<file path="src/verilog/fram_cfg_pkg.sv">
`default_nettype none

package fram_cfg_pkg;

	////////////////////////////////////////////////////////////////////////////
	// Widths
	////////////////////////////////////////////////////////////////////////////

	typedef logic [7:0]  fram_byte_t;
	typedef logic [15:0] fram_addr_t;
	typedef logic [10:0] fram_len_t;
	typedef logic [31:0] crc_t;

	// SPI FRAM read opcode
	localparam fram_byte_t FRAM_CMD_READ = 8'h03;

	// Image is payload followed by its CRC, LSB first
	localparam fram_len_t  CFG_LOAD_LEN  = 11'd900;
	localparam fram_addr_t CFG_BASE_ADDR = 16'h0400;
	localparam int         CFG_RAM_AW    = 10;

	// Reflected CRC-32, residue taken over data plus stored CRC
	localparam crc_t CRC_POLY_REFL = 32'hEDB88320;
	localparam crc_t CRC_INIT      = 32'hFFFFFFFF;
	localparam crc_t CRC_RESIDUE   = 32'hDEBB20E3;

	// sys_clk cycles per SCLK bit, split evenly high and low
	localparam int SCLK_DIV = 2;

	////////////////////////////////////////////////////////////////////////////
	// State machines
	////////////////////////////////////////////////////////////////////////////

	typedef enum logic {idle, wr_co} load_state_t;
	typedef enum logic [1:0] {spi_idle, spi_cmd, spi_data, spi_finish} spi_state_t;

endpackage

`default_nettype wire

</file>
<file path="src/verilog/crc32_byte_check.sv">
`default_nettype none

module crc32_byte_check
	import fram_cfg_pkg::*;
(
	input  logic       sys_clk,
	input  logic       glbl_rst_n,
	input  logic       crc_init,
	input  logic       crc_en,
	input  fram_byte_t crc_data,
	input  logic       crc_end,
	output logic       crc_ok
);

	crc_t crc_q;
	crc_t crc_next;

	// One byte through the reflected LFSR, bit 0 first
	function automatic crc_t crc_byte(input crc_t crc_in, input fram_byte_t data);
		crc_t c;
		c = crc_in;
		for (int i = 0; i < 8; i++)
		begin
			c = (c >> 1) ^ (CRC_POLY_REFL & {32{c[0] ^ data[i]}});
		end
		return c;
	endfunction

	assign crc_next = crc_byte(crc_q, crc_data);

	////////////////////////////////////////////////////////////////////////////
	// Running CRC
	////////////////////////////////////////////////////////////////////////////

	always_ff @(posedge sys_clk)
	begin
		if (!glbl_rst_n)
			crc_q <= CRC_INIT;
		else if (crc_init)
			crc_q <= CRC_INIT;
		else if (crc_en)
			crc_q <= crc_next;
	end

	////////////////////////////////////////////////////////////////////////////
	// Residue compare
	////////////////////////////////////////////////////////////////////////////

	// Stored CRC is part of the stream, so a clean image leaves the residue
	always_ff @(posedge sys_clk)
	begin
		if (!glbl_rst_n)
		begin
			crc_ok <= 1'b0;
		end
		else
		begin
			if (crc_init)
			begin
				crc_ok <= 1'b0;
			end
			else if (crc_end)
			begin
				crc_ok <= (crc_q == CRC_RESIDUE);
			end
		end
	end

endmodule

`default_nettype wire

</file>
<file path="config.mk">
export PLATFORM = sky130hd
export DESIGN_NAME = crc32_byte_check
export DESIGN_NICKNAME = d
export VERILOG_FILES = /design/src/verilog/fram_cfg_pkg.sv /design/src/verilog/crc32_byte_check.sv
export SDC_FILE = /design/constraint.sdc
export NUM_CORES = 1
export LEC_CHECK = 0
export ABC_AREA = 0
export ABC_CLOCK_PERIOD_IN_PS = 3100
export BUFFER_PORTS_ARGS = -buffer_cell sky130_fd_sc_hd__buf_2
export CORE_ASPECT_RATIO = 0.5
export CORE_UTILIZATION = 60
export DETAILED_ROUTE_END_ITERATION = 6
export PLACE_DENSITY = 0.79
export SKIP_CTS_REPAIR_TIMING = 1
export SLEW_MARGIN = 20
export SYNTH_ARGS = -nofsm -noshare
export SYNTH_HDL_FRONTEND = slang
export SYNTH_SLANG_ARGS = --single-unit
</file>
<file path="constraint.sdc">
create_clock -name sys_clk -period 3.1 [get_ports sys_clk]
set_input_delay 0.31 -clock sys_clk [delete_from_list [all_inputs] [get_ports sys_clk]]
set_output_delay 0.31 -clock sys_clk [all_outputs]
set_load 0.01 [all_outputs]
</file>
==> flow_summary_export.csv <==
group,metric,value,unit
cells_and_area,fin_cells,272,
worst_setup_path,crit_fanout,8,
worst_setup_path,startpoint,"crc_q[1]",
route,initialDrtViolationCount,118,
worst_setup_path,worstSetupPathType,"reg -> reg",
cells_and_area,area_delta_synth_final,8.81,%
sta,finalSetupViolCount,0,
die,core,3140,µm²
clock_tree,root_buffer,"clkbuf_8",
clock_tree,htree_levels,2,
yosys,synth.distinct_cells,33,
worst_setup_path,cp_common_cell,"xor2_4",
route,drc,0,
yosys,yosysSeqAreaShare,0.318,
worst_setup_path,r2r.worst_path.cells,5,
hold_path,hold_path_class,"in -> reg",
sta,finalHoldViolCount,0,
run_status,status,"completed",
worst_setup_path,required,3280,ps
cells_and_area,drive_gt1_frac,0.151,
global_routing,grt_antenna_before_repair,0,
clock_tree,cts_tree,"done",
hold_path,hold_path_end,"crc_ok",
cells_and_area,nets,244,
sta,rsz0062_at_grt,"false",
die,start_util,0.662,
route,dr.pass1.iters,5,
route,vias,1545,
yosys,avgSynthCellArea,9.60,µm²
route,antenna_left,0,
yosys,syn-num-nets,229,
global_routing,grtUsageMet1,0.406,
clock_tree,clkSinkCount,33,
worst_setup_path,r2r_start,"crc_q[1]",
worst_setup_path,critPathBufInv,0,
global_routing,grt_max_degree,36,
die,die_height,43.6,µm
job,drv_cap,0,
global_routing,grt_util_all_layers,0.280,
sta,worst_pin_slew,586,ps
place,io_buffer_count,13,
global_routing,grt_pass1_wl,7380,µm
sta,fin_skew,1.83,ps
worst_setup_path,cpPeakStageDelay,540,ps
sta,worst_slack,781,ps
hold_path,whs_path_depth,3,
power,powerDensity,644,nW/µm²
worst_setup_path,setup.worst_path.end_class,"flip-flop",
sta,fmax,431,MHz
worst_setup_path,critPathLaunchType,"flip-flop",
power,total_power,1.45,mW
place,dpl_worst_slack,807,ps
sta,drv_slew,0,
route,post_drt_wl_per_cell,16.8,µm
clock_tree,clk_pin_slew_worst_paths,60,ps
cells_and_area,multi_input_area,1360,µm²
worst_setup_path,rrSetupSlack,780,ps
sta,slew-limit-headroom,0.606,
power,ir_drop,332,µV
yosys,synthCells,216,
die,dieArea,3710,µm²
sta,setup_tns,0,ps
clock_tree,cts.path.max_buffers,2,
worst_setup_path,crit_slowest_cell,"xnor3_2",
cells_and_area,regArea,661,µm²
clock_tree,cts_made_buffers,5,
place,dpl.hpwl,3330,µm
sta,fin_crit,2320,ps
yosys,ys_seq_elements,33,
worst_setup_path,critPathArrivalTime,2500,ps
global_routing,busiest_layer,"met1",
yosys,syn_area,2070,µm²
global_routing,grt-ovfl-total,0,
place,dp_cells,264,
sta,post-route-period-util,0.748,
die,rows,14,
route,vias_per_cell,5.68,
hold_path,min_from,"crc_end",
global_routing,met2_usage,0.385,
yosys,yosysWarnings,0,
route,wirelength,4580,µm
clock_tree,clkLatencyLatePin,290,ps
global_routing,grtUsageMet3,0.0952,
global_routing,first_global_vias,1422,
cells_and_area,antennaDiodeCount,0,
cells_and_area,fillers,223,
worst_setup_path,crit_family,"XOR/XNOR gates",
power,leakage,0.884,nW
place,gp_congestion,0.883,
worst_setup_path,crit_path_cell_trace,"xor2_4 > xor2_4 > xnor3_2 > or4_1 > o311a_1",
die,boundaryPins,14,
die,die_w,85.2,µm
worst_setup_path,r2r_end,"crc_q[26]",
==> flip-flops by register name (all words and copies together) (netlist names) <==
| signal | count |
|---|---|
| crc_ok | 1 |
| crc_q | 32 |
==> metal layers <==
metal  vias to the layer above  part of all wire  wire, µm
met1                       726              0.49      2230
li1                        746                 -         -
met2                        65              0.40      1850
met5                         -                 0         0
met4                         0             0.012        55
met3                         8             0.097       445
==> cell usage in the layout, fill, tap and decap left out <==
| master | synthesis | layout |
|---|---|---|
| xnor3_4 | 2 | 2 |
| o211ai_1 | 5 | 5 |
| nor2_1 | 30 | 30 |
| o21ai_0 | 24 | 24 |
| nor4b_1 | 1 | 1 |
| or4_1 | 2 | 2 |
| nand4b_1 | 1 | 1 |
| xnor2_4 | 1 | 1 |
| dfxtp_1 | 33 | 33 |
| nor4bb_1 | 2 | 2 |
| a21oi_1 | 6 | 6 |
| nand2b_1 | 2 | 2 |
| nand2_1 | 17 | 17 |
| nor2b_1 | 2 | 2 |
| xor2_2 | 2 | 2 |
| xnor2_1 | 45 | 45 |
| nor3_1 | 1 | 1 |
| nor4_1 | 1 | 1 |
| clkbuf_1 | 7 | 1 |
| a211o_1 | 1 | 1 |
| xor2_1 | 11 | 11 |
| o311a_1 | 1 | 1 |
| nand4_1 | 3 | 3 |
| buf_2 | 1 | 13 |
| xnor3_1 | 4 | 4 |
| clkbuf_8 | 0 | 5 |
| xor2_4 | 3 | 3 |
| and4b_1 | 1 | 1 |
| xnor3_2 | 2 | 2 |
| buf_4 | 0 | 5 |
| clkinv_2 | 0 | 2 |
| xor3_1 | 1 | 1 |
| clkinv_1 | 1 | 1 |
| mux2i_1 | 1 | 1 |
==> worst max path at each step <==
stage,cells past startpoint,endpoint,slack (ps)
finish,5,crc_q[26],780
global route,5,crc_q[26],680
CTS,5,crc_q[26],790
detailed placement,5,crc_q[26],810
global placement,6,crc_q[26],860
floorplan,5,crc_q[26],950
==> metrics by stage <==
step	area [µm²]	utilization	hold WS, ps
4_1_cts	2260	0.720	289
6_report	2260	0.720	292
5_1_grt	2260	0.720	306
2_1_floorplan	2070	-	478
3_5_place_dp	2170	0.694	456
3_3_place_gp	2170	0.694	456
==> final cells by class <==
cell class	instances	share of cell area
clock buffers	6	0.0322
clock inverters	2	0.00443
inverters	1	0.00166
multi-input cells	172	0.601
flip-flops and latches	33	0.293
well taps	40	0.0222
repair buffers	18	0.0455
==> power breakdown <==
group | internal (mW) | switching (mW)
Combinational | 0.333 | 0.302
Sequential | 0.462 | 0.0430
Clock | 0.155 | 0.158
==> cell usage after synthesis (all sizes together) <==
| library cell | n | area share |
|---|---|---|
| xnor3 | 8 | 0.092 |
| nand4b | 1 | 0.0042 |
| o21ai | 24 | 0.058 |
| nand2 | 17 | 0.031 |
| clkdlybuf4s25 | 1 | 0.0048 |
| and4b | 1 | 0.0048 |
| a211o | 1 | 0.0042 |
| nand2b | 2 | 0.0060 |
| nor2 | 30 | 0.054 |
| nand4 | 3 | 0.0090 |
| nor2b | 2 | 0.0060 |
| dfxtp | 33 | 0.32 |
| nor4 | 1 | 0.0030 |
| a21oi | 6 | 0.014 |
| o211ai | 5 | 0.018 |
| clkinv | 1 | 0.0018 |
| xnor2 | 46 | 0.20 |
| nor3 | 1 | 0.0024 |
| clkbuf | 7 | 0.013 |
| nor4b | 1 | 0.0042 |
| o311a | 1 | 0.0048 |
| xor2 | 16 | 0.10 |
| mux2i | 1 | 0.0048 |
| nor4bb | 2 | 0.0097 |
| xor3 | 1 | 0.011 |
| or4 | 2 | 0.0072 |
| buf | 2 | 0.0078 |
==> worst min-delay path, stage by stage <==
cell      delay, ps
buf_2            80
nand2b_1         90
a21oi_1          50
==> logic make-up (layout without fill, tap and decap cells) <==
kind of cell / Yosys count / count (layout) / share of synthesized area
DFF: 33 / 33 / 0.318
buffers and inverters: 11 / 27 / 0.0271
AOI/OAI and AO/OA: 37 / 37 / 0.0995
muxes: 1 / 1 / 0.00483
xor gates and xnor gates: 71 / 71 / 0.408
and+or+nand+nor: 63 / 63 / 0.142
No activity file was read; power rests on OpenSTA's default activity.
