==> config.mk <==
export PLATFORM = sky130hd
export DESIGN_NAME = fram_load_cons
export DESIGN_NICKNAME = d
export VERILOG_FILES = /design/src/verilog/fram_cfg_pkg.sv /design/src/verilog/fram_load_cons.sv
export SDC_FILE = /design/constraint.sdc
export NUM_CORES = 1
export LEC_CHECK = 0
export ABC_AREA = 1
export ABC_CLOCK_PERIOD_IN_PS = 3300
export BUFFER_PORTS_ARGS = -buffer_cell sky130_fd_sc_hd__buf_2
export CAP_MARGIN = 10
export CORE_UTILIZATION = 53
export CTS_BUF_LIST = sky130_fd_sc_hd__clkbuf_4
export CTS_CLUSTER_SIZE = 14
export DETAILED_ROUTE_END_ITERATION = 10
export PLACE_DENSITY = 0.88
export REMOVE_ABC_BUFFERS = 1
export SYNTH_ARGS = -nofsm -noshare
export SYNTH_HDL_FRONTEND = slang
export SYNTH_SLANG_ARGS = --single-unit
==> constraint.sdc <==
create_clock -name sys_clk -period 3.3 [get_ports sys_clk]
set_input_delay 0.33 -clock sys_clk [delete_from_list [all_inputs] [get_ports sys_clk]]
set_output_delay 0.33 -clock sys_clk [all_outputs]
set_load 0.03 [all_outputs]
==> src/verilog/fram_cfg_pkg.sv <==
`default_nettype none

package fram_cfg_pkg;

	////////////////////////////////////////////////////////////////////////////
	// Widths
	////////////////////////////////////////////////////////////////////////////

	typedef logic [7:0]  fram_byte_t;
	typedef logic [15:0] fram_addr_t;
	typedef logic [10:0] fram_len_t;
	typedef logic [31:0] crc_t;

	// SPI FRAM read opcode
	localparam fram_byte_t FRAM_CMD_READ = 8'h03;

	// Image is payload followed by its CRC, LSB first
	localparam fram_len_t  CFG_LOAD_LEN  = 11'd900;
	localparam fram_addr_t CFG_BASE_ADDR = 16'h0400;
	localparam int         CFG_RAM_AW    = 10;

	// Reflected CRC-32, residue taken over data plus stored CRC
	localparam crc_t CRC_POLY_REFL = 32'hEDB88320;
	localparam crc_t CRC_INIT      = 32'hFFFFFFFF;
	localparam crc_t CRC_RESIDUE   = 32'hDEBB20E3;

	// sys_clk cycles per SCLK bit, split evenly high and low
	localparam int SCLK_DIV = 2;

	////////////////////////////////////////////////////////////////////////////
	// State machines
	////////////////////////////////////////////////////////////////////////////

	typedef enum logic {idle, wr_co} load_state_t;
	typedef enum logic [1:0] {spi_idle, spi_cmd, spi_data, spi_finish} spi_state_t;

endpackage

`default_nettype wire

==> src/verilog/fram_load_cons.sv <==
`default_nettype none

module fram_load_cons
	import fram_cfg_pkg::*;
(
	input  logic       sys_clk,
	input  logic       glbl_rst_n,
	input  logic       fram_cons_en,
	output logic       fram_cons_done,
	output logic       fram_cons_error,
	output logic       cons_fram_rden,
	output fram_len_t  cons_fram_length,
	output fram_addr_t cons_fram_addr,
	input  logic       init_fram_valid,
	input  logic       init_fram_last,
	input  fram_byte_t init_fram_data,
	output logic       fram_cons_wren,
	output fram_addr_t fram_cons_addr,
	output fram_byte_t fram_cons_data,
	output crc_t       fram_cons_crc,
	output logic       crc_end,
	input  logic       crc_ok
);

	load_state_t state;
	logic        start_ok;
	logic        last_d1;
	logic        last_d2;

	// Starts are only taken from idle
	assign start_ok = fram_cons_en & (state == idle);

	////////////////////////////////////////////////////////////////////////////
	// Read request towards the SPI reader
	////////////////////////////////////////////////////////////////////////////

	always_ff @(posedge sys_clk)
	begin
		if (!glbl_rst_n)
		begin
			cons_fram_rden   <= 1'b0;
			cons_fram_length <= '0;
			cons_fram_addr   <= '0;
		end
		else
		begin
			cons_fram_rden <= start_ok;
			if (start_ok)
			begin
				cons_fram_length <= CFG_LOAD_LEN;
				cons_fram_addr   <= '0;
			end
		end
	end

	////////////////////////////////////////////////////////////////////////////
	// Config write and stored CRC capture
	////////////////////////////////////////////////////////////////////////////

	assign fram_cons_wren = init_fram_valid & (state == wr_co);
	assign fram_cons_data = init_fram_data;

	always_ff @(posedge sys_clk)
	begin
		if (!glbl_rst_n)
		begin
			state          <= idle;
			fram_cons_addr <= CFG_BASE_ADDR;
		end
		else
		begin
			case (state)
				idle:
				begin
					if (fram_cons_en)
					begin
						state          <= wr_co;
						fram_cons_addr <= CFG_BASE_ADDR;
					end
				end
				wr_co:
				begin
					if (init_fram_valid)
						fram_cons_addr <= fram_cons_addr + 16'd1;
					if (last_d2)
						state <= idle;
				end
				default: state <= idle;
			endcase
		end
	end

	// Last four bytes end up as a little endian word
	always_ff @(posedge sys_clk)
	begin
		if (!glbl_rst_n)
			fram_cons_crc <= '0;
		else if (fram_cons_wren)
			fram_cons_crc <= {init_fram_data, fram_cons_crc[31:8]};
	end

	////////////////////////////////////////////////////////////////////////////
	// End of image
	////////////////////////////////////////////////////////////////////////////

	always_ff @(posedge sys_clk)
	begin
		if (!glbl_rst_n)
		begin
			last_d1 <= 1'b0;
			last_d2 <= 1'b0;
		end
		else
		begin
			last_d1 <= init_fram_valid & init_fram_last & (state == wr_co);
			last_d2 <= last_d1;
		end
	end

	assign crc_end = last_d1;

	// crc_ok settles one cycle after crc_end
	assign fram_cons_done  = last_d2 & crc_ok;
	assign fram_cons_error = last_d2 & ~crc_ok;

endmodule

`default_nettype wire

==> run summary <==
Hold_sp -> init_fram_last
CTS resizes -> 0
# DRC -> 0
Period utilization -> 63.3%
I/O pin count -> 102
Hold Buf Count CTS -> 0
Status -> complete, no violations
Tot Pwr -> 1.22 mW
Area grow syn2layout -> 11.7%
Initial core utilization -> 55.1%
Post-synthesis sequential area ratio -> 44.2%
Critical R2R Launch -> state$_SDFF_PN0_
Fmax -> 0.479 GHz
Via count -> 2055
CTS max path bufs -> 2
Clock slew at reported path FFs -> 150 ps
RSZ-0062 raised after global routing -> false
Total GRT Usage -> 19.3%
Endpoints failing setup -> 0
First-pass GRT wire length -> 7640 µm
Layout cells sized above 1 -> 26.5%
# H-tree levels -> 2
PwrDens -> 454 mW/mm²
Reg2reg end -> fram_cons_addr[9]$_SDFFE_PN0P_
Critical Path AT -> 1760 ps
Grt total ovfl -> 0
First DRT Iteration DRCs -> 138
Final Hold Fails -> 0
CTS tree -> done
Cells on Worst Hold Path -> 3
R2R cell count -> 7
Top metal layer carrying routed signals -> met4
Least-Margin Pin Slew -> 567 ps
Worst-skew pair later-pin latency -> 380 ps
Design area -> 0.00268 mm²
Clock skew -> 13.5 ps
Wire length on met2 -> 2200 µm
Min-Delay Endpoint -> crc_end$_SDFF_PN0_
Number of port buffers -> 78
Setup crit start kind -> flip-flop
Tmin final -> 2090 ps
Syn_area_per_cell -> 7.54 µm²
GP Congestion -> 0.809
Required @ worst endpoint -> 2970 ps
Slew Viols, Final -> 0
CP max FO -> 40
Die Span Y -> 69.3 µm
Cells after Synth -> 318
WS Path Type -> flip-flop to primary output
Relative slew slack -> 62.2%
Detailed Route WL -> 4540 µm
Yosys warns -> 0
Post-DP HPWL -> 3330 µm
Clock sinks -> 53
First-pass DRT Iterations -> 4
Worst VDD drop -> 0.375 mV
Setup Slack @ Placement -> 1520 ps
CP endpoint kind -> primary output
DIE WIDTH -> 69.3 µm
Final net count -> 395
PnR worst setup slack -> 1210 ps
Initial antenna violation count -> 0
Max stage delay on crit path -> 460 ps
Num CTS Buffers -> 5
ANT nets after route -> 0
Placed cell areas -> 0.00262 mm²
Utilization after layout -> 61.6%
LEAKAGE -> 1.29 nW
Post-CTS Setup Bufs -> 0
Die ar. -> 0.00480 mm²
Critical path's top delay family -> buffers and inverters
Metal-1 WL -> 2030 µm
Max cap viols -> 0
Reg2reg setup slack -> 1540 ps
Cell Chain, Critical Path -> nand2_4, inv_4, buf_2
Setup_tns -> 0 ps
Root Buffer -> clkbuf_4
Crit-path slowest cell -> dfxtp_1
Synthesis-stage register bit count -> 53
Row cnt -> 24
Antenna fix cells -> 0
Synth cell types -> 27
Core Box Area -> 0.00435 mm²
Vias in the first global route -> 1770
Min-delay worst type -> input pin to flip-flop
Largest net degree at the start of global routing -> 41
Metal3 WL -> 245 µm
Via density -> 4.75
Post-Syn Area -> 0.00240 mm²
WP buf/inv -> 2
Routed len/inst -> 10.5 µm
synth_stat cells:
master / count / share of area, %
a211oi_1: 1 / 0.31
a21oi_1: 14 / 2.9
buf_2: 2 / 0.42
buf_4: 36 / 11
buf_6: 1 / 0.47
clkbuf_1: 6 / 0.94
conb_1: 1 / 0.16
dfxtp_1: 53 / 44
ha_1: 1 / 0.52
inv_1: 21 / 3.3
inv_2: 2 / 0.31
inv_4: 1 / 0.26
nand2_1: 33 / 5.2
nand2_2: 1 / 0.26
nand2_4: 1 / 0.47
nand3_1: 7 / 1.5
nand3_2: 2 / 0.83
nand4_1: 3 / 0.78
nor2_1: 80 / 13
nor2_2: 3 / 0.78
nor2_4: 3 / 1.4
nor2_8: 2 / 1.7
nor3_1: 1 / 0.21
nor3_2: 1 / 0.42
o21ai_0: 36 / 7.5
o21ai_1: 5 / 1.0
xnor2_1: 1 / 0.37
cell type report:
| type | instances | area [µm²] |
|---|---|---|
| tap | 52 | 65.1 |
| multi-input combinational | 218 | 1010 |
| clock buffer | 5 | 37.5 |
| fill | 387 | 1670 |
| timing repair buffer | 78 | 390 |
| clock inverter | 3 | 20.0 |
| sequential | 53 | 1060 |
| inverter | 24 | 92.6 |
worst min-delay path: stages:
cell	delay, ps
buf_2	100
nand2_1	40
nor2_1	30
stage by stage:
stage	hold slack [ps]	instances
floorplan	423	295
global placement	429	425
detailed placement	441	425
CTS	143	433
global route	153	433
finish	155	433
logic make-up after synthesis:
logic type / after synthesis / synth area share (%)
AO/OA/AOI/OAI: 56 / 11.8
adder cells (fa/ha/maj): 1 / 0.522
AND/OR/NAND/NOR: 137 / 26.0
buffers and inverters: 69 / 17.0
flip-flops: 53 / 44.2
other: 1 / 0.156
XOR/XNOR: 1 / 0.365
registers in the layout (all words and copies together) (netlist names):
name / cells
fram_cons_crc: 32
cons_fram_length: 1
fram_cons_addr: 16
crc_end: 1
last_d2: 1
state: 1
cons_fram_rden: 1
layer usage:
metal | vias up | GRT usage (%)
met2 | 61 | 32.5
li1 | 1075 | -
met4 | 0 | 8.84
met1 | 913 | 23.6
met3 | 6 | 4.22
met5 | - | 0
worst max path at each step:
| stage | startpoint | endpoint | cells past startpoint |
|---|---|---|---|
| 2_1_floorplan | state$_SDFF_PN0_ | fram_cons_addr[9]$_SDFFE_PN0P_ | 7 |
| 3_3_place_gp | glbl_rst_n | fram_cons_addr[9]$_SDFFE_PN0P_ | 5 |
| 3_5_place_dp | glbl_rst_n | fram_cons_addr[7]$_SDFFE_PN0P_ | 5 |
| 4_1_cts | state$_SDFF_PN0_ | fram_cons_wren | 3 |
| 5_1_grt | state$_SDFF_PN0_ | fram_cons_wren | 3 |
| 6_report | state$_SDFF_PN0_ | fram_cons_wren | 3 |
layout by cell type (no fill, tap or decap), types with 2 or more instances in the layout:
cell type,instances
a21oi_1,14
buf_2,78
clkbuf_4,5
conb_1,23
dfxtp_1,53
inv_1,21
inv_2,2
nand2_1,33
nand3_1,7
nand3_2,2
nand4_1,3
nor2_1,80
nor2_2,3
nor2_4,3
nor2_8,2
o21ai_0,36
o21ai_1,5
where the power goes:
group,total [mW],internal (mW),switching [mW]
clock,0.289,0.0837,0.205
combinational,0.240,0.0574,0.182
sequential,0.688,0.669,0.0191
total,1.22,0.810,0.407
Note: power is estimated with default switching activity, not from simulation.
