[src/verilog/fram_cfg_pkg.sv]
`default_nettype none

package fram_cfg_pkg;

	////////////////////////////////////////////////////////////////////////////
	// Widths
	////////////////////////////////////////////////////////////////////////////

	typedef logic [7:0]  fram_byte_t;
	typedef logic [15:0] fram_addr_t;
	typedef logic [10:0] fram_len_t;
	typedef logic [31:0] crc_t;

	// SPI FRAM read opcode
	localparam fram_byte_t FRAM_CMD_READ = 8'h03;

	// Image is payload followed by its CRC, LSB first
	localparam fram_len_t  CFG_LOAD_LEN  = 11'd900;
	localparam fram_addr_t CFG_BASE_ADDR = 16'h0400;
	localparam int         CFG_RAM_AW    = 10;

	// Reflected CRC-32, residue taken over data plus stored CRC
	localparam crc_t CRC_POLY_REFL = 32'hEDB88320;
	localparam crc_t CRC_INIT      = 32'hFFFFFFFF;
	localparam crc_t CRC_RESIDUE   = 32'hDEBB20E3;

	// sys_clk cycles per SCLK bit, split evenly high and low
	localparam int SCLK_DIV = 2;

	////////////////////////////////////////////////////////////////////////////
	// State machines
	////////////////////////////////////////////////////////////////////////////

	typedef enum logic {idle, wr_co} load_state_t;
	typedef enum logic [1:0] {spi_idle, spi_cmd, spi_data, spi_finish} spi_state_t;

endpackage

`default_nettype wire

[src/verilog/fram_spi_reader.sv]
`default_nettype none

module fram_spi_reader
	import fram_cfg_pkg::*;
(
	input  logic       sys_clk,
	input  logic       glbl_rst_n,
	input  logic       rd_req,
	input  fram_addr_t rd_addr,
	input  fram_len_t  rd_len,
	output logic       byte_valid,
	output logic       byte_last,
	output fram_byte_t byte_data,
	output logic       fram_cs_n,
	output logic       fram_sclk,
	output logic       fram_mosi,
	input  logic       fram_miso
);

	spi_state_t  state;
	logic [3:0]  div_cnt;
	logic        half_tick;
	logic        sclk_rise;
	logic        sclk_fall;
	logic [23:0] tx_shift;
	logic [4:0]  bit_cnt;
	logic [6:0]  rx_shift;
	fram_len_t   len_cnt;

	////////////////////////////////////////////////////////////////////////////
	// SCLK generation, mode 0
	////////////////////////////////////////////////////////////////////////////

	assign half_tick = (div_cnt == 4'(SCLK_DIV / 2 - 1));
	assign sclk_rise = half_tick & ~fram_sclk;
	assign sclk_fall = half_tick & fram_sclk;

	always_ff @(posedge sys_clk)
	begin
		if (!glbl_rst_n)
			div_cnt <= '0;
		else if (state == spi_idle || half_tick)
			div_cnt <= '0;
		else
			div_cnt <= div_cnt + 4'd1;
	end

	// Idles low between transfers
	always_ff @(posedge sys_clk)
	begin
		if (!glbl_rst_n)
			fram_sclk <= 1'b0;
		else if (state == spi_idle)
			fram_sclk <= 1'b0;
		else if (half_tick)
			fram_sclk <= ~fram_sclk;
	end

	// Command and address go out MSB first
	assign fram_mosi = (state == spi_cmd) ? tx_shift[23] : 1'b0;

	////////////////////////////////////////////////////////////////////////////
	// Transfer FSM
	////////////////////////////////////////////////////////////////////////////

	always_ff @(posedge sys_clk)
	begin
		if (!glbl_rst_n)
		begin
			state      <= spi_idle;
			fram_cs_n  <= 1'b1;
			byte_valid <= 1'b0;
			byte_last  <= 1'b0;
		end
		else
		begin
			byte_valid <= 1'b0;
			byte_last  <= 1'b0;
			case (state)
				spi_idle:
				begin
					if (rd_req)
					begin
						state     <= spi_cmd;
						fram_cs_n <= 1'b0;
					end
				end
				spi_cmd:
				begin
					// Leave after the 24th bit has been clocked out
					if (sclk_fall && bit_cnt == 5'd0)
						state <= spi_data;
				end
				spi_data:
				begin
					if (sclk_rise && bit_cnt == 5'd0)
					begin
						byte_valid <= 1'b1;
						byte_last  <= (len_cnt == 11'd1);
						if (len_cnt == 11'd1)
							state <= spi_finish;
					end
				end
				spi_finish:
				begin
					// Return SCLK low before deselecting the part
					if (sclk_fall)
					begin
						state     <= spi_idle;
						fram_cs_n <= 1'b1;
					end
				end
				default:
				begin
					state     <= spi_idle;
					fram_cs_n <= 1'b1;
				end
			endcase
		end
	end

	////////////////////////////////////////////////////////////////////////////
	// Shift registers and counters
	////////////////////////////////////////////////////////////////////////////

	always_ff @(posedge sys_clk)
	begin
		if (state == spi_idle && rd_req)
		begin
			tx_shift <= {FRAM_CMD_READ, rd_addr};
			bit_cnt  <= 5'd23;
			len_cnt  <= rd_len;
		end
		else if (state == spi_cmd && sclk_fall)
		begin
			tx_shift <= {tx_shift[22:0], 1'b0};
			bit_cnt  <= (bit_cnt == 5'd0) ? 5'd7 : bit_cnt - 5'd1;
		end
		else if (state == spi_data && sclk_rise)
		begin
			rx_shift <= {rx_shift[5:0], fram_miso};
			if (bit_cnt == 5'd0)
			begin
				byte_data <= {rx_shift, fram_miso};
				len_cnt   <= len_cnt - 11'd1;
				bit_cnt   <= 5'd7;
			end
			else
			begin
				bit_cnt <= bit_cnt - 5'd1;
			end
		end
	end

endmodule

`default_nettype wire

[config.mk]
export PLATFORM = sky130hd
export DESIGN_NAME = fram_spi_reader
export DESIGN_NICKNAME = d
export VERILOG_FILES = /design/src/verilog/fram_cfg_pkg.sv /design/src/verilog/fram_spi_reader.sv
export SDC_FILE = /design/constraint.sdc
export NUM_CORES = 1
export LEC_CHECK = 0
export BUFFER_PORTS_ARGS = -buffer_cell sky130_fd_sc_hd__buf_2
export CAP_MARGIN = 20
export CORE_MARGIN = 5
export CORE_UTILIZATION = 60
export DETAILED_ROUTE_END_ITERATION = 10
export PLACE_DENSITY = 0.92
export SLEW_MARGIN = 20
export SYNTH_ARGS = -nofsm -noshare
export SYNTH_HDL_FRONTEND = slang
export SYNTH_SLANG_ARGS = --single-unit
[constraint.sdc]
create_clock -name sys_clk -period 4.2 [get_ports sys_clk]
set_input_delay 0.21 -clock sys_clk [delete_from_list [all_inputs] [get_ports sys_clk]]
set_output_delay 0.21 -clock sys_clk [all_outputs]
set_load 0.02 [all_outputs]
==> metrics.cfg, run 1 <==
[run_status]
outcome = finished clean

[timing]
max_slew_margin = 0.380
setup_tns_ps = 0
worst_slew_pin_slew_ps = 928
fin_crit_ps = 2630
maxSlewViolCount = 0
final_hold_viol_count = 0
fin_skew_ps = 14.2
finalSetupViolations = 0
max_freq_ghz = 0.380
fin_crit_sh = 0.627
rsz0062_at_grt = false

[cells_and_area]
diodes = 0
final_area_um2 = 3270
area_growth_pct = 17.2
drive_gt1_frac = 0.204
nets = 354

[detailed_routing]
dr.pass1.iters = 5
vias_per_cell = 5.31
num_vias = 1965
ant_nets = 0
drc_errors = 0
wl_mm = 5.51
wl_per_cell_um = 14.9
drtIter0Drc = 206

[cts]
clock_latency_ps = 350
hold_buffers = 0
tritoncts = done
cts-root-buf = clkbuf_8
clkTransAtPathRegs_ps = 70
clockBufferDepth = 2
post_cts_buffers = 0
numCtsBuffers = 9
cts.sinks = 65
post_cts_resize_count = 0
cts_max_level = 3

[synthesis]
syn-num-nets = 308
syn_inst = 267
avgSynthCellArea_um2 = 10.4
ys_seq_area_frac = 0.618
synth_cell_types = 37
synth_area_um2 = 2790
synth_warnings = 0
yosys_register_bits = 65

[setup_path]
criticalPathCategory = reg2reg
crit_path_end_kind = flop
r2r_cells = 6
worst-r2r-setup-slack_ps = 1570
critPathMaxFanout = 8
cp.arrival_ps = 2610
worst_setup_path_start_kind = flop
r2r-end = byte_data[1]
crit_required_ps = 4180
timing.rr.start = div_cnt[0]

[placement]
routabilityCongestion = 0.821
post-dp-hpwl_mm = 3.77
dpl-instance-area_um2 = 3040
portBuffers = 43

[min_path]
min_to = rx_shift[0]
hold_depth = 1
min_path_type = in2reg
min-delay-start = fram_miso

[power_and_ir_drop]
swShare = 0.324
p_sw_mw = 0.667
power.share.clock = 0.291
power_leakage_nw = 1.34
intPower_mw = 1.39
seq_power_share = 0.474
p_comb_frac = 0.235
vdd_drop_max_uv = 486
power_density_nw_per_um2 = 630

[grt]
grt_pass1_wl_mm = 9.27
grt_pass1_vias = 1950
overflow = 0
grt_usage = 0.198
antenna_found_initial = 0
grt_max_degree = 40

[die]
start_util = 0.627
die_area_um2 = 6110
core-area_um2 = 4440
die_height_um = 78.1
num_io_pins = 44
rows = 24
die_x_um = 78.1

[job]
cap_violations = 0

Yosys cell counts:
cell type	count	area, um^2
xnor2_1	3	26.3
nor2_1	12	45.0
or4_1	1	7.51
and2_1	2	12.5
dfxtp_1	23	460
buf_1	2	7.51
a21o_1	1	7.51
nand2b_1	2	12.5
ha_1	10	125
mux2i_1	2	20.0
or3b_1	1	8.76
nor4_2	1	12.5
o21ai_1	10	50.1
xor2_1	7	61.3
edfxtp_1	42	1260
or4_4	1	11.3
clkbuf_1	7	26.3
o21ai_0	2	10.0
o31a_1	1	8.76
or3_1	2	12.5
a31oi_1	3	18.8
inv_1	10	37.5
nand3_1	9	45.0
nand2_1	85	319
nor3_1	3	15.0
nand4b_1	2	17.5
a21oi_2	1	8.76
a211oi_1	1	7.51
nor3b_1	2	15.0
or4b_4	1	13.8
nor2_2	1	6.26
nor4_1	1	6.26
o21a_1	1	7.51
a21oi_1	11	55.1
and3_1	2	12.5
o31ai_1	1	7.51
or2_1	1	6.26
layout by cell type (no fill, tap or decap), types with 9 or more instances in the layout:
| cell type | n |
|---|---|
| ha_1 | 10 |
| inv_1 | 10 |
| nor2_1 | 12 |
| buf_2 | 43 |
| a21oi_1 | 11 |
| clkbuf_8 | 9 |
| nand3_1 | 9 |
| dfxtp_1 | 23 |
| edfxtp_1 | 42 |
| o21ai_1 | 10 |
| nand2_1 | 85 |
per-stage QoR:
step / utilization / hold WS [ps] / cells / worst slack, ps / power, mW
3_3_place_gp: 0.684 / 402 / 354 / 1720 / 1.42
2_1_floorplan: - / 290 / 267 / 2000 / 1.33
6_report: 0.735 / 66.3 / 370 / 1570 / 2.06
4_1_cts: 0.735 / 50.4 / 370 / 1570 / 2.07
3_5_place_dp: 0.684 / 411 / 354 / 1620 / 1.47
5_1_grt: 0.735 / 52.2 / 370 / 1300 / 2.18
sequential cells by signal (all words and copies together), names as in the netlist:
register and count:
bit_cnt 5, state 2, rx_shift 7, byte_last 1
fram_cs_n 1, byte_valid 1, fram_sclk 1, div_cnt 4
tx_shift 24, byte_data 8, len_cnt 11
critical path, cell delays in order, from the launching register on:
cell and delay [ps]:
dfxtp_1 340, inv_1 70, ha_1 160, nor3b_1 660, nand3_1 220, or2_1 280
nor2_1 540
cells by family after synthesis:
logic type | synth area share
AO/OA/AOI/OAI | 0.0651
XOR/XNOR | 0.0314
adder cells (fa/ha/maj) | 0.0449
buffers and inverters | 0.0256
flip-flops | 0.618
multiplexers | 0.00718
AND/OR/NAND/NOR | 0.208
cell type report:
cell class / instances / area [um^2]
clock buffer: 9 / 124
clock inverter: 7 / 101
fill: 321 / 1180
inverter: 10 / 37.5
multi-input combinational: 183 / 993
sequential: 65 / 1720
tap: 52 / 65.1
timing repair buffer: 44 / 223
worst max path at each step:
stage	startpoint	end
final	div_cnt[0]	byte_data[1]
after global routing	div_cnt[0]	byte_data[1]
after CTS	div_cnt[0]	byte_data[1]
after detailed placement	div_cnt[0]	tx_shift[11]
after global placement	div_cnt[0]	byte_data[6]
after floorplan	div_cnt[0]	byte_data[0]
per-layer routing:
layer  vias to the layer above  GRT usage  part of all wire
met2                        52      0.309              0.48
li1                       1006          -                 -
met5                         -          0                 0
met1                       897      0.260              0.45
met3                        10     0.0469             0.057
met4                         0     0.0979             0.014
power by group through the flow:
| stage | Combinational [mW] | Sequential [mW] | Clock (mW) |
|---|---|---|---|
| floorplan | 0.367 | 0.963 | 0 |
| detailed placement | 0.481 | 0.985 | 0 |
| CTS | 0.488 | 0.974 | 0.606 |
| global route | 0.546 | 0.991 | 0.642 |
| global placement | 0.449 | 0.975 | 0 |
| finish | 0.483 | 0.976 | 0.600 |
No activity file was read; power rests on OpenSTA's default activity.
==> run 2, diff against run 1 <==
--- a/config.mk
+++ b/config.mk
@@ -5,12 +5,13 @@
 export SDC_FILE = /design/constraint.sdc
 export NUM_CORES = 1
 export LEC_CHECK = 0
+export ABC_AREA = 1
 export BUFFER_PORTS_ARGS = -buffer_cell sky130_fd_sc_hd__buf_2
 export CAP_MARGIN = 20
 export CORE_MARGIN = 5
-export CORE_UTILIZATION = 60
+export CORE_UTILIZATION = 56
 export DETAILED_ROUTE_END_ITERATION = 10
-export PLACE_DENSITY = 0.92
+export PLACE_DENSITY = 0.87
 export SLEW_MARGIN = 20
 export SYNTH_ARGS = -nofsm -noshare
 export SYNTH_HDL_FRONTEND = slang
==> constraint.sdc (replaced) <==
create_clock -name sys_clk -period 2.51 [get_ports sys_clk]
set_input_delay 0.1255 -clock sys_clk [delete_from_list [all_inputs] [get_ports sys_clk]]
set_output_delay 0.1255 -clock sys_clk [all_outputs]
set_load 0.02 [all_outputs]
==> run 2 against run 1 <==
- flip-flop and latch count unchanged
- wire length fell by 5.6%
- global-route usage down 2.3 points
- clock skew decreased by 2.8 ps
- die area grew 12%
- via count is 7.7% higher
- cell count increased by 17%
- sequential share of layout area fell by 2.5 points
- worst hold slack got worse by 22 ps
- fmax is 31% higher
- critical endpoint is now byte_data[3]
- largest power group unchanged
==> metrics.cfg, run 2 <==
[run_status]
outcome = finished clean

[synthesis]
ys_seq_area_frac = 0.584  ; -0.0338
synth_top_area_frac = 0.428  ; -0.0248
avgSynthCellArea_um2 = 9.57  ; -8.3%
synth_flop_cell = edfxtp_1
synth_area_um2 = 2950  ; +5.8%
synth-edff-count = 42  ; unchanged
yosys_register_bits = 65  ; unchanged
synth_top_cells_by_count = nand2_1, edfxtp_1, nor2_1, inv_1, dfxtp_1
syn_inst = 308  ; +15%
yosysMostFrequentCell = nand2_1
synth_warnings = 0  ; unchanged
netlist_top_cells_area = edfxtp_1, dfxtp_1, nand2_1, ha_1, nor2_1
syn-num-nets = 349  ; +13%
async_flop_share = 0  ; unchanged
synth_area_leader_cell = edfxtp_1
synth_cell_types = 31  ; -16%

[timing]
worst_slew_pin_slew_ps = 638  ; -290 ps
holdWs_ps = 44.0  ; -22.3 ps
fin_skew_ps = 11.4  ; -2.81 ps
maxSlewViolCount = 0  ; unchanged
max_slew_margin = 0.573  ; +0.193
fin_crit_ps = 2010  ; -628 ps
rsz0062_at_grt = false
timing.final.ws_setup_ps = 504  ; -1060 ps
setup_tns_ps = 0  ; unchanged
max_freq_ghz = 0.498  ; +31%
finalSetupViolations = 0  ; unchanged
fin_crit_sh = 0.799  ; +0.172
final_hold_viol_count = 0  ; unchanged

[setup_path]
cp.arrival_ps = 1980  ; -630 ps
critPathMaxFanout = 8  ; unchanged
slowest_stage = nor2_1
crit_start = bit_cnt[0]
crit_path_end_kind = flop
crit_required_ps = 2490  ; -1690 ps
crit_chain = inv_1 > ha_1 > inv_1 > nor2_1 > nand2_1 > inv_1 > nand3_1 > nor2_1
path_depth = 8  ; +2
worst_path_most_repeated_cell = inv_1
path_buf_inv = 3  ; +2
worst-r2r-setup-slack_ps = 500  ; -1060 ps
endpoint = byte_data[3]
timing.rr.start = bit_cnt[0]
r2r_cells = 8  ; +2
criticalPathCategory = reg2reg
critical-path-max-stage-delay_ps = 520  ; -140 ps
r2r-end = byte_data[3]
worst_setup_path_start_kind = flop
cp_top_family = simple AND/OR/NAND/NOR gates

[detailed_routing]
ant_nets = 0  ; unchanged
wl_per_cell_um = 12.0  ; -19%
drc_errors = 0  ; unchanged
num_vias = 2117  ; +7.7%
wl_mm = 5.21  ; -5.6%
drtIter0Drc = 60  ; -71%
dr.pass1.iters = 4  ; -1
vias_per_cell = 4.88  ; -8.2%

[cells_and_area]
n_fill_cell = 405  ; +26%
nets = 400  ; +13%
largest_reg_flops = 24  ; unchanged
most-common-layout-cells = nand2_1, buf_2, edfxtp_1
mostFrequentLayoutCell = nand2_1
multi_input_area_um2 = 1050  ; +5.7%
seq_area_um2 = 1720  ; unchanged
postLayoutCoreUtil = 0.671  ; -0.0638
regMostFlops = tx_shift
area_growth_pct = 16.3
drive_gt1_frac = 0.242  ; +0.0374
diodes = 0  ; unchanged
top_regs = tx_shift (24), len_cnt (11), byte_data (8)

[cts]
clkTransAtPathRegs_ps = 80  ; about the same
post_cts_buffers = 0  ; unchanged
numCtsBuffers = 9  ; unchanged
cts.sinks = 65  ; unchanged
cts_max_level = 3  ; unchanged
tritoncts = done
cts-root-buf = clkbuf_8
clockBufferDepth = 2  ; unchanged
post_cts_resize_count = 0  ; unchanged
clock_latency_ps = 340  ; about the same

[job]
cap_violations = 0  ; unchanged

[die]
start_util = 0.577  ; -0.0498
core-area_um2 = 5110  ; +15%
num_io_pins = 44  ; unchanged
die_x_um = 82.6  ; +5.6%
rows = 26  ; +8.3%
die_height_um = 82.6  ; +5.6%
die_area_um2 = 6820  ; +12%

[grt]
grt_pass1_vias = 1969  ; +0.97%
overflow = 0  ; unchanged
antenna_found_initial = 0  ; unchanged
grt_usage = 0.175  ; -0.0231
grt_max_degree = 38  ; -5.0%
grt_pass1_wl_mm = 8.61  ; -7.1%

[power_and_ir_drop]
vdd_drop_max_uv = 518  ; +6.6%
power_leakage_nw = 1.49  ; +11%
power_density_nw_per_um2 = 986  ; +56%

[placement]
post-dp-hpwl_mm = 3.75  ; -0.64%
portBuffers = 43  ; unchanged
routabilityCongestion = 0.841  ; +2.5%
place_ws_ps = 511  ; -1100 ps

[min_path]
min_path_type = in2reg
min-delay-start = rd_addr[4]

==> run 2: changes by cell type after synthesis, moves of 3 or more <==
cell	previous run	this run
nand2_1	85	93
nand2_2	0	9
nor2_1	12	30
nand3_1	9	15
o21ai_1	10	2
xor2_1	7	4
a21oi_2	1	6
a21oi_1	11	5
o21ai_0	2	10
inv_1	10	29
clkbuf_1	7	4
==> run 2: metal layers <==
layer | vias to the layer above | global-route usage | wire length (um)
li1 | 1101 | - | -
met1 | 944 | 0.206 | 2230
met3 | 16 | 0.0521 | 316
met4 | 0 | 0.0915 | 130
met2 | 56 | 0.287 | 2530
met5 | - | 0 | 0
==> run 2: kinds of logic after synthesis <==
| kind of cell | after synthesis | synth area share |
|---|---|---|
| and+or+nand+nor | 157 | 0.232 |
| xor gates and xnor gates | 6 | 0.0178 |
| buffers and inverters | 40 | 0.0598 |
| adders and majority gates | 10 | 0.0424 |
| AOI/OAI and AO/OA | 30 | 0.0637 |
| DFF | 65 | 0.584 |
==> run 2: power by group <==
group / internal, mW / total [mW] / switching, mW / leakage [nW]
logic: 0.319 / 0.925 / 0.606 / 0.828
registers: 1.52 / 1.66 / 0.142 / 0.581
clock network: 0.364 / 0.791 / 0.427 / 0.0822
total: 2.20 / 3.38 / 1.18 / 1.49
==> run 2: repair_timing <==
item                                   4_1_cts  5_1_grt
endpoints found under the hold margin        3        0
setup endpoints to repair                    0        0
hold buffers                                 2        0
==> run 2: final cells by class <==
type	count	area share
Tap cell	70	0.0256
Multi-Input combinational cell	203	0.306
Timing Repair Buffer	48	0.0752
Clock inverter	7	0.0157
Sequential cell	65	0.502
Clock buffer	9	0.0361
Inverter	32	0.0387
==> run 2: worst min-delay path by stage <==
stage / to / slack [ps] / cells past startpoint
6_report: tx_shift[4] / 40 / 3
5_1_grt: tx_shift[9] / 30 / 3
4_1_cts: tx_shift[11] / 30 / 3
3_5_place_dp: byte_data[0] / 330 / 1
3_3_place_gp: byte_data[0] / 330 / 1
2_1_floorplan: fram_cs_n / 210 / 1
==> run 2: worst min-delay path, stage by stage <==
cell and delay (ps):
buf_2 70, nand2_1 40, nand2_1 40
==> run 2: per-stage QoR <==
step / total power, mW / instance area, um^2 / cells
6_report: 3.38 / 3430 / 434
5_1_grt: 3.61 / 3430 / 434
4_1_cts: 3.41 / 3430 / 434
3_5_place_dp: 2.61 / 3230 / 416
3_3_place_gp: 2.55 / 3230 / 416
2_1_floorplan: 2.37 / 2950 / 308
